**config.mk**
```make
export PLATFORM = sky130hd
export DESIGN_NAME = rob_top
export DESIGN_NICKNAME = d
export VERILOG_FILES = /design/src/rob_pkg.sv /design/src/rob_entry.sv /design/src/rob_ptr_ctrl.sv /design/src/rob_retire_sel.sv /design/src/rob_top.sv
export SDC_FILE = /design/constraint.sdc
export NUM_CORES = 2
export LEC_CHECK = 0
export BUFFER_PORTS_ARGS = -buffer_cell sky130_fd_sc_hd__buf_2
export CORE_MARGIN = 3
export CORE_UTILIZATION = 35
export DETAILED_ROUTE_END_ITERATION = 12
export HOLD_SLACK_MARGIN = 0.03
export PLACE_DENSITY = 0.62
export SYNTH_ARGS = -nofsm -noshare
export SYNTH_HDL_FRONTEND = slang
export SYNTH_SLANG_ARGS = --single-unit
```
**constraint.sdc**
```tcl
create_clock -name clk -period 3.1 [get_ports clk]
set_input_delay 0.31 -clock clk [delete_from_list [all_inputs] [get_ports clk]]
set_output_delay 0.31 -clock clk [all_outputs]
set_load 0.005 [all_outputs]
```
**src/rob_pkg.sv**
```systemverilog
`default_nettype none

// Shared sizes, encodings and bundles for the reorder buffer and its testbench
package rob_pkg;

    // Buffer geometry
    localparam int ROB_DEPTH = 8;
    localparam int ROB_TAG_WIDTH = 3;
    // The occupancy counter must be able to hold ROB_DEPTH itself
    localparam int ROB_COUNT_WIDTH = 4;

    // Datapath widths
    localparam int DATA_WIDTH = 32;
    localparam int ADDR_WIDTH = 32;
    localparam int RDST_WIDTH = 5;

    // Number of common data buses feeding completions
    localparam int CDB_DEPTH = 2;

    // One-hot op kind and the position of each kind in it
    localparam int OP_IS_WIDTH = 4;
    localparam int OP_IS_ALU_IDX = 0;
    localparam int OP_IS_LD_IDX = 1;
    localparam int OP_IS_ST_IDX = 2;
    localparam int OP_IS_JL_IDX = 3;

    // Life cycle of one entry
    // Loads and stores pass through LSU_PENDING, every other op skips it
    typedef enum logic [1:0] {
        INVALID     = 2'b00,
        PENDING     = 2'b01,
        LSU_PENDING = 2'b10,
        RETIRABLE   = 2'b11
    } rob_state_e;

    // Fields written into an entry when an op is dispatched
    typedef struct packed {
        logic [OP_IS_WIDTH-1:0] op_is;
        logic [ADDR_WIDTH-1:0]  pc;
        logic [RDST_WIDTH-1:0]  rdst;
        logic [DATA_WIDTH-1:0]  data;
    } rob_dispatch_t;

    // One completion bus, data carries a jump target for jump ops
    typedef struct packed {
        logic                     en;
        logic                     redirect;
        logic [ROB_TAG_WIDTH-1:0] tag;
        logic [DATA_WIDTH-1:0]    data;
    } cdb_t;

    // Everything an entry exposes to the retire logic
    typedef struct packed {
        rob_state_e             state;
        logic                   redirect;
        logic [OP_IS_WIDTH-1:0] op_is;
        logic [ADDR_WIDTH-1:0]  pc;
        logic [RDST_WIDTH-1:0]  rdst;
        logic [DATA_WIDTH-1:0]  data;
    } rob_entry_t;

    // What leaves the buffer when the head retires
    typedef struct packed {
        logic                   redirect;
        logic [OP_IS_WIDTH-1:0] op_is;
        logic [ADDR_WIDTH-1:0]  pc;
        logic [RDST_WIDTH-1:0]  rdst;
        logic [DATA_WIDTH-1:0]  data;
    } rob_retire_t;

endpackage

`default_nettype wire

```
**src/rob_entry.sv**
```systemverilog
`default_nettype none

// A single reorder-buffer slot
// It walks INVALID -> PENDING -> (LSU_PENDING) -> RETIRABLE -> INVALID
module rob_entry (
    input  wire logic                               clk,
    input  wire logic                               i_reset,
    input  wire logic [rob_pkg::ROB_TAG_WIDTH-1:0]  i_tag,
    input  wire logic                               i_flush,
    input  wire logic                               i_dispatch_en,
    input  wire rob_pkg::rob_dispatch_t             i_dispatch,
    input  wire rob_pkg::cdb_t                      i_cdb [rob_pkg::CDB_DEPTH],
    input  wire logic                               i_retire_en,
    input  wire logic                               i_lq_ack,
    input  wire logic                               i_sq_ack,
    input  wire logic                               i_misspeculated,
    output rob_pkg::rob_entry_t                     o_entry
);

    rob_pkg::rob_state_e state_r;
    rob_pkg::rob_state_e state_next;

    logic                               redirect_r;
    logic [rob_pkg::OP_IS_WIDTH-1:0]    op_is_r;
    logic [rob_pkg::ADDR_WIDTH-1:0]     pc_r;
    logic [rob_pkg::RDST_WIDTH-1:0]     rdst_r;
    logic [rob_pkg::DATA_WIDTH-1:0]     data_r;

    logic                               redirect_next;
    logic [rob_pkg::ADDR_WIDTH-1:0]     pc_next;
    logic [rob_pkg::DATA_WIDTH-1:0]     data_next;

    logic [rob_pkg::CDB_DEPTH-1:0]      cdb_hit;
    logic                               cdb_any;
    logic                               is_pending;
    logic                               is_lsu_pending;
    logic                               is_jump;
    logic                               is_lsu_op;
    logic                               lq_ack_hit;
    logic                               sq_ack_hit;

    assign is_pending = (state_r == rob_pkg::PENDING);
    assign is_lsu_pending = (state_r == rob_pkg::LSU_PENDING);
    assign is_jump = op_is_r[rob_pkg::OP_IS_JL_IDX];
    assign is_lsu_op = op_is_r[rob_pkg::OP_IS_LD_IDX] | op_is_r[rob_pkg::OP_IS_ST_IDX];

    // An ack only counts when this slot waits for it and the op kind agrees
    assign lq_ack_hit = is_lsu_pending & op_is_r[rob_pkg::OP_IS_LD_IDX] & i_lq_ack;
    assign sq_ack_hit = is_lsu_pending & op_is_r[rob_pkg::OP_IS_ST_IDX] & i_sq_ack;

    // Completions are only accepted while the op is still outstanding
    always_comb begin
        for (int i = 0; i < rob_pkg::CDB_DEPTH; i++) begin
            cdb_hit[i] = is_pending & i_cdb[i].en & (i_cdb[i].tag == i_tag);
        end
    end

    assign cdb_any = |cdb_hit;

    // Payload update, later buses win when several match in the same cycle
    always_comb begin
        redirect_next = redirect_r;
        pc_next = pc_r;
        data_next = data_r;

        for (int i = 0; i < rob_pkg::CDB_DEPTH; i++) begin
            if (cdb_hit[i]) begin
                redirect_next = i_cdb[i].redirect;
                // A jump returns its target address, which replaces the PC
                if (is_jump) begin
                    pc_next = i_cdb[i].data;
                end else begin
                    data_next = i_cdb[i].data;
                end
            end
        end

        // The load queue reports here whether the load read stale data
        if (lq_ack_hit) begin
            redirect_next = i_misspeculated;
        end

        // A new op overwrites the slot and starts with no redirect pending
        if (i_dispatch_en) begin
            redirect_next = 1'b0;
            pc_next = i_dispatch.pc;
            data_next = i_dispatch.data;
        end
    end

    always_ff @(posedge clk) begin
        redirect_r <= redirect_next;
        pc_r <= pc_next;
        data_r <= data_next;
        // Op kind and destination are fixed for the life of the op
        if (i_dispatch_en) begin
            op_is_r <= i_dispatch.op_is;
            rdst_r <= i_dispatch.rdst;
        end
    end

    // Next state of the slot
    always_comb begin
        state_next = state_r;
        case (state_r)
            rob_pkg::INVALID: begin
                if (i_dispatch_en) state_next = rob_pkg::PENDING;
            end
            rob_pkg::PENDING: begin
                if (cdb_any) begin
                    state_next = is_lsu_op ? rob_pkg::LSU_PENDING : rob_pkg::RETIRABLE;
                end
            end
            rob_pkg::LSU_PENDING: begin
                if (lq_ack_hit | sq_ack_hit) state_next = rob_pkg::RETIRABLE;
            end
            rob_pkg::RETIRABLE: begin
                if (i_retire_en) state_next = rob_pkg::INVALID;
            end
            default: state_next = rob_pkg::INVALID;
        endcase

        // A redirect at retirement empties every slot
        if (i_flush) begin
            state_next = rob_pkg::INVALID;
        end
    end

    always_ff @(posedge clk) begin
        if (i_reset) begin
            state_r <= rob_pkg::INVALID;
        end else begin
            state_r <= state_next;
        end
    end

    assign o_entry = '{
        state:    state_r,
        redirect: redirect_r,
        op_is:    op_is_r,
        pc:       pc_r,
        rdst:     rdst_r,
        data:     data_r
    };

endmodule

`default_nettype wire

```
**src/rob_ptr_ctrl.sv**
```systemverilog
`default_nettype none

// Circular-buffer bookkeeping for the reorder buffer
// Dispatch goes in at the tail and retirement leaves from the head
module rob_ptr_ctrl (
    input  wire logic                           clk,
    input  wire logic                           i_reset,
    input  wire logic                           i_dispatch_en,
    input  wire logic                           i_retire_en,
    input  wire logic                           i_flush,
    output logic [rob_pkg::ROB_DEPTH-1:0]       o_dispatch_sel,
    output logic [rob_pkg::ROB_TAG_WIDTH-1:0]   o_tail,
    output logic [rob_pkg::ROB_TAG_WIDTH-1:0]   o_head,
    output logic                                o_full
);

    localparam logic [rob_pkg::ROB_TAG_WIDTH-1:0] LAST_TAG =
        rob_pkg::ROB_TAG_WIDTH'(rob_pkg::ROB_DEPTH - 1);

    logic [rob_pkg::ROB_TAG_WIDTH-1:0]      tail_r;
    logic [rob_pkg::ROB_TAG_WIDTH-1:0]      head_r;
    logic [rob_pkg::ROB_COUNT_WIDTH-1:0]    count_r;
    logic                                   dispatch_fire;

    assign o_full = (count_r == rob_pkg::ROB_COUNT_WIDTH'(rob_pkg::ROB_DEPTH));

    // A dispatch is dropped when the buffer is full or is being flushed
    assign dispatch_fire = i_dispatch_en & ~o_full & ~i_flush;

    // Only the slot under the tail sees the dispatch
    always_comb begin
        for (int i = 0; i < rob_pkg::ROB_DEPTH; i++) begin
            o_dispatch_sel[i] = dispatch_fire & (tail_r == rob_pkg::ROB_TAG_WIDTH'(i));
        end
    end

    always_ff @(posedge clk) begin
        if (i_reset || i_flush) begin
            tail_r <= '0;
            head_r <= '0;
            count_r <= '0;
        end else begin
            if (dispatch_fire) begin
                tail_r <= (tail_r == LAST_TAG) ? '0 : tail_r + 1'b1;
            end
            if (i_retire_en) begin
                head_r <= (head_r == LAST_TAG) ? '0 : head_r + 1'b1;
            end
            // Occupancy holds when one op enters and one leaves together
            case ({dispatch_fire, i_retire_en})
                2'b10:   count_r <= count_r + 1'b1;
                2'b01:   count_r <= count_r - 1'b1;
                default: count_r <= count_r;
            endcase
        end
    end

    assign o_tail = tail_r;
    assign o_head = head_r;

endmodule

`default_nettype wire

```
**src/rob_retire_sel.sv**
```systemverilog
`default_nettype none

// Looks at the head slot only and decides retirement, flush and LSU routing
module rob_retire_sel (
    input  wire rob_pkg::rob_entry_t                i_entries [rob_pkg::ROB_DEPTH],
    input  wire logic [rob_pkg::ROB_TAG_WIDTH-1:0]  i_head,
    input  wire logic                               i_lsu_lq_ack,
    input  wire logic                               i_lsu_sq_ack,
    input  wire logic                               i_lsu_misspeculated,
    output logic                                    o_retire_en,
    output logic [rob_pkg::ROB_DEPTH-1:0]           o_retire_sel,
    output logic [rob_pkg::ROB_DEPTH-1:0]           o_lq_ack,
    output logic [rob_pkg::ROB_DEPTH-1:0]           o_sq_ack,
    output logic [rob_pkg::ROB_DEPTH-1:0]           o_misspeculated,
    output logic                                    o_lsu_pending,
    output logic                                    o_flush,
    output rob_pkg::rob_retire_t                    o_retire
);

    rob_pkg::rob_entry_t head_entry;
    logic [rob_pkg::ROB_DEPTH-1:0] head_onehot;

    assign head_entry = i_entries[i_head];

    always_comb begin
        for (int i = 0; i < rob_pkg::ROB_DEPTH; i++) begin
            head_onehot[i] = (i_head == rob_pkg::ROB_TAG_WIDTH'(i));
        end
    end

    // The head leaves as soon as it is done, nothing downstream can stall it
    assign o_retire_en = (head_entry.state == rob_pkg::RETIRABLE);
    assign o_retire_sel = head_onehot & {rob_pkg::ROB_DEPTH{o_retire_en}};

    // A redirecting op empties the buffer in the same cycle it retires
    assign o_flush = o_retire_en & head_entry.redirect;

    // The LSU retires in order, so its acks always belong to the head
    assign o_lq_ack = head_onehot & {rob_pkg::ROB_DEPTH{i_lsu_lq_ack}};
    assign o_sq_ack = head_onehot & {rob_pkg::ROB_DEPTH{i_lsu_sq_ack}};
    assign o_misspeculated = head_onehot & {rob_pkg::ROB_DEPTH{i_lsu_misspeculated}};

    // Tells the LSU that the head is waiting on its ack
    assign o_lsu_pending = (head_entry.state == rob_pkg::LSU_PENDING);

    assign o_retire = '{
        redirect: head_entry.redirect,
        op_is:    head_entry.op_is,
        pc:       head_entry.pc,
        rdst:     head_entry.rdst,
        data:     head_entry.data
    };

endmodule

`default_nettype wire

```
**src/rob_top.sv**
```systemverilog
`default_nettype none

// Reorder buffer top level
// Slots hold ops in program order from dispatch until in-order retirement
module rob_top (
    input  wire logic                               clk,
    input  wire logic                               i_reset,
    input  wire logic                               i_dispatch_en,
    input  wire rob_pkg::rob_dispatch_t             i_dispatch,
    input  wire rob_pkg::cdb_t                      i_cdb [rob_pkg::CDB_DEPTH],
    input  wire logic                               i_lsu_lq_ack,
    input  wire logic                               i_lsu_sq_ack,
    input  wire logic                               i_lsu_misspeculated,
    output logic [rob_pkg::ROB_TAG_WIDTH-1:0]       o_dispatch_tag,
    output logic                                    o_full,
    output logic                                    o_lsu_pending,
    output logic                                    o_retire_en,
    output rob_pkg::rob_retire_t                    o_retire,
    output logic                                    o_flush
);

    // Per-slot control from the pointer and retire logic
    logic [rob_pkg::ROB_DEPTH-1:0]      dispatch_sel;
    logic [rob_pkg::ROB_DEPTH-1:0]      retire_sel;
    logic [rob_pkg::ROB_DEPTH-1:0]      lq_ack;
    logic [rob_pkg::ROB_DEPTH-1:0]      sq_ack;
    logic [rob_pkg::ROB_DEPTH-1:0]      misspeculated;
    logic [rob_pkg::ROB_TAG_WIDTH-1:0]  head_tag;

    // Contents of every slot as seen by the retire logic
    rob_pkg::rob_entry_t entries [rob_pkg::ROB_DEPTH];

    // The tail is the tag handed back to dispatch
    rob_ptr_ctrl u_ptr_ctrl (
        .clk            (clk),
        .i_reset        (i_reset),
        .i_dispatch_en  (i_dispatch_en),
        .i_retire_en    (o_retire_en),
        .i_flush        (o_flush),
        .o_dispatch_sel (dispatch_sel),
        .o_tail         (o_dispatch_tag),
        .o_head         (head_tag),
        .o_full         (o_full)
    );

    for (genvar g = 0; g < rob_pkg::ROB_DEPTH; g++) begin : g_entry
        // Each slot answers to its own position in the buffer
        localparam logic [rob_pkg::ROB_TAG_WIDTH-1:0] ENTRY_TAG = rob_pkg::ROB_TAG_WIDTH'(g);

        rob_entry u_entry (
            .clk             (clk),
            .i_reset         (i_reset),
            .i_tag           (ENTRY_TAG),
            .i_flush         (o_flush),
            .i_dispatch_en   (dispatch_sel[g]),
            .i_dispatch      (i_dispatch),
            .i_cdb           (i_cdb),
            .i_retire_en     (retire_sel[g]),
            .i_lq_ack        (lq_ack[g]),
            .i_sq_ack        (sq_ack[g]),
            .i_misspeculated (misspeculated[g]),
            .o_entry         (entries[g])
        );
    end

    rob_retire_sel u_retire_sel (
        .i_entries           (entries),
        .i_head              (head_tag),
        .i_lsu_lq_ack        (i_lsu_lq_ack),
        .i_lsu_sq_ack        (i_lsu_sq_ack),
        .i_lsu_misspeculated (i_lsu_misspeculated),
        .o_retire_en         (o_retire_en),
        .o_retire_sel        (retire_sel),
        .o_lq_ack            (lq_ack),
        .o_sq_ack            (sq_ack),
        .o_misspeculated     (misspeculated),
        .o_lsu_pending       (o_lsu_pending),
        .o_flush             (o_flush),
        .o_retire            (o_retire)
    );

endmodule

`default_nettype wire

```
==> results.py <==
metrics = {
    "floorplan": {
        "initial_core_util": 0.355,
        "ioPinCount": 234,
        "die_w_um": 321,
        "row_count": 114,
        "die_h_um": 321,
        "coreArea_um2": 97400,
        "fp.dieArea_um2": 103000,
    },
    "power": {
        "peakVddDrop_uv": 387,
        "p_per_area_nw_per_um2": 556,
        "leakage_nw": 14.9,
    },
    "detailed_routing": {
        "viasPerCell": 6.57,
        "drtAntennaViolNets": 0,
        "wl_per_cell_um": 33.2,
        "drt_iter0_markers": 4043,
        "first_pass_iters": 6,
        "wl_mm": 142,
        "drc": 0,
        "num_vias": 28100,
    },
    "synth": {
        "synth_mux_area_frac": 0.181,
        "synth_edf_count": 584,
        "syn_area_per_cell_um2": 12.4,
        "syn-cell-area_um2": 34600,
        "synth_cell_types": 58,
        "async_flop_share": 0,
        "yosysWarnings": 0,
        "yosysSeqAreaShare": 0.526,
        "synthFlopType": "edfxtp_1",
        "synth_top_family_by_area": "multiplexers",
        "yosys.area_share.simple": 0.0821,
        "ys_ff_latch": 618,
        "synthXorXnorAreaFrac": 0.00126,
        "synthCells": 2797,
        "yosysTopAreaCell": "edfxtp_1",
        "synth_compound_area_frac": 0.146,
        "synth_top_cell_area_share": 0.506,
        "synth_fp_nets": 3003,
        "synth_area_leaders": "edfxtp_1 (51%), mux4_2 (9.9%), o32ai_1 (9.7%), mux2i_1 (8.0%), nand2_1 (6.5%)",
        "synthAdderAreaFrac": 0.0192,
    },
    "worst_setup_path": {
        "crit_type": "reg2out",
        "rr_startpoint": "u_ptr_ctrl.count_r[0]",
        "crit_path_start": "u_ptr_ctrl.o_head[2]",
        "regToRegSetupSlack_ns": 0.10,
        "cp.arrival_ns": 2.75,
        "cp_max_fo": 54,
        "crit_required_ns": 2.79,
        "critPathCaptureType": "output pin",
        "start_kind": "flip-flop",
        "critical_path.slowest_cell": "buf_4",
        "slowest_delay_ns": 0.60,
        "reg2reg_depth": 5,
        "critical_path.endpoint": "o_retire[3]",
        "cpMostUsedCell": "nand2_1",
        "crit_chain": "buf_6 > buf_4 > nand2_1 > nand2_1 > buf_2",
    },
    "job": {
        "maxCapViolCount": 0,
    },
    "clock_network": {
        "cts.clk_slew.worst_paths_ns": 0.06,
        "clock_latency_ns": 0.65,
        "cts-htree-levels": 3,
        "cts_root_buf": "clkbuf_16",
        "cts_buffers": 70,
        "clk_path_buf_depth": 3,
        "cts_tree": "done",
        "cts_num_sinks": 618,
    },
    "grt": {
        "grt_max_degree": 115,
        "grtUsageTotal": 0.266,
        "grt_pass1_vias": 28000,
        "overflow": 0,
        "antenna_found_initial": 17,
        "grt_pass1_wl_mm": 199,
    },
    "sta": {
        "hold_viol": 0,
        "maxSlewViolCount": 0,
        "layout_worst_path_cycle_share": 0.987,
        "max_slew_margin": 0.296,
        "fin_skew_ns": 0.0491,
        "fmax_mhz": 327,
        "finalSetupViolations": 0,
        "period_needed_ns": 3.06,
        "setup_tns_ns": 0,
        "rsz0062_at_grt": "false",
        "tightestPinTransition_ns": 1.06,
        "hold_ws_ns": 0.0548,
    },
    "place": {
        "place_hpwl_mm": 87.5,
        "dp.cells": 4099,
        "gp_congestion": 0.913,
        "post_dp_cell_area_um2": 38100,
        "io_buffers": 233,
    },
    "hold_path": {
        "worstHoldPathType": "in2reg",
        "hp-start": "i_dispatch[18]",
    },
    "layout": {
        "instances_no_fill": 4274,
        "fillers": 9003,
        "final_core_util": 0.419,
        "stdcell_area_um2": 40800,
        "final_cell_mix": "edfxtp_1 (584), nand2_1 (578), o32ai_1 (384)",
        "final_common_cell": "edfxtp_1",
        "layout.nets": 3141,
        "drive_above_1_share": 0.239,
        "syn2layout_area_growth_pct": 17.9,
    },
    "status": {
        "run_status": "complete, no violations",
    },
}
cells by family after synthesis:
logic type,Yosys count
muxes,435
and+or+nand+nor,695
DFF,618
AOI/OAI and AO/OA,608
xor gates and xnor gates,5
buffers and inverters,383
adders and majority gates,53
synth_stat cells, drive strengths merged, types with 9 or more instances:
master	n
nand3	11
clkbuf	167
dfxtp	34
a21oi	14
nor2b	9
o21ai	14
mux4	152
buf	177
nand2b	10
nand2	603
o31ai	131
edfxtp	584
o32ai	384
and4	10
ha	53
nand4	11
mux2i	281
nor2	20
inv	39
worst min-delay path by stage:
stage / endpoint / slack, ns / cells past startpoint
5_1_grt: g_entry[3].u_entry.op_is_r[3] / 0.06 / 1
3_5_place_dp: g_entry[6].u_entry.state_r[0] / 0.52 / 2
3_3_place_gp: u_ptr_ctrl.count_r[3] / 0.50 / 2
4_1_cts: flip-flop / 0.03 / 3
6_report: flip-flop / 0.05 / 3
2_1_floorplan: g_entry[0].u_entry.op_is_r[0] / 0.41 / 0
routing by layer:
metal	vias to the layer above	wire, um	share of wire	track usage
li1	11500	-	-	-
met1	13900	52200	0.37	0.340
met2	2229	63100	0.45	0.411
met3	488	18500	0.13	0.0831
met4	6	7820	0.055	0.132
met5	-	44	0.00031	0
critical path: cells and delay by family (launching register included):
kind | cells | cell delay (ns)
buffers and inverters | 3 | 1.29
DFF | 1 | 0.36
and+or+nand+nor | 2 | 0.44
report_power, final:
part | internal [mW] | total, mW | switching [mW]
Sequential | 9.61 | 9.84 | 0.228
Combinational | 1.65 | 4.46 | 2.80
Clock | 4.81 | 8.42 | 3.61
layout make-up:
class | instances | area [um^2] | area share
Multi-Input combinational cell | 1796 | 15100 | 0.371
Antenna cell | 11 | 27.5 | 0.000674
Clock buffer | 82 | 1820 | 0.0445
Tap cell | 1276 | 1600 | 0.0391
Inverter | 39 | 165 | 0.00404
Timing Repair Buffer | 410 | 3410 | 0.0835
Clock inverter | 42 | 448 | 0.0110
Sequential cell | 618 | 18200 | 0.446
metrics by stage:
step	setup slack [ns]	total power [mW]
floorplan	0.204	12.4
global placement	0.106	14.2
detailed placement	0.0413	14.3
CTS	0.00792	22.7
global route	0.00699	23.4
finish	0.0411	22.7
what timing repair did:
action                                  4_1_cts  5_1_grt
setup buffers                                 0        6
gates resized for setup                       3        7
hold buffers                                 32        0
endpoints found under the setup margin       12      105
hold endpoints to repair                    106        0
cloned                                        0        2
Note: power is estimated with default switching activity, not from simulation.
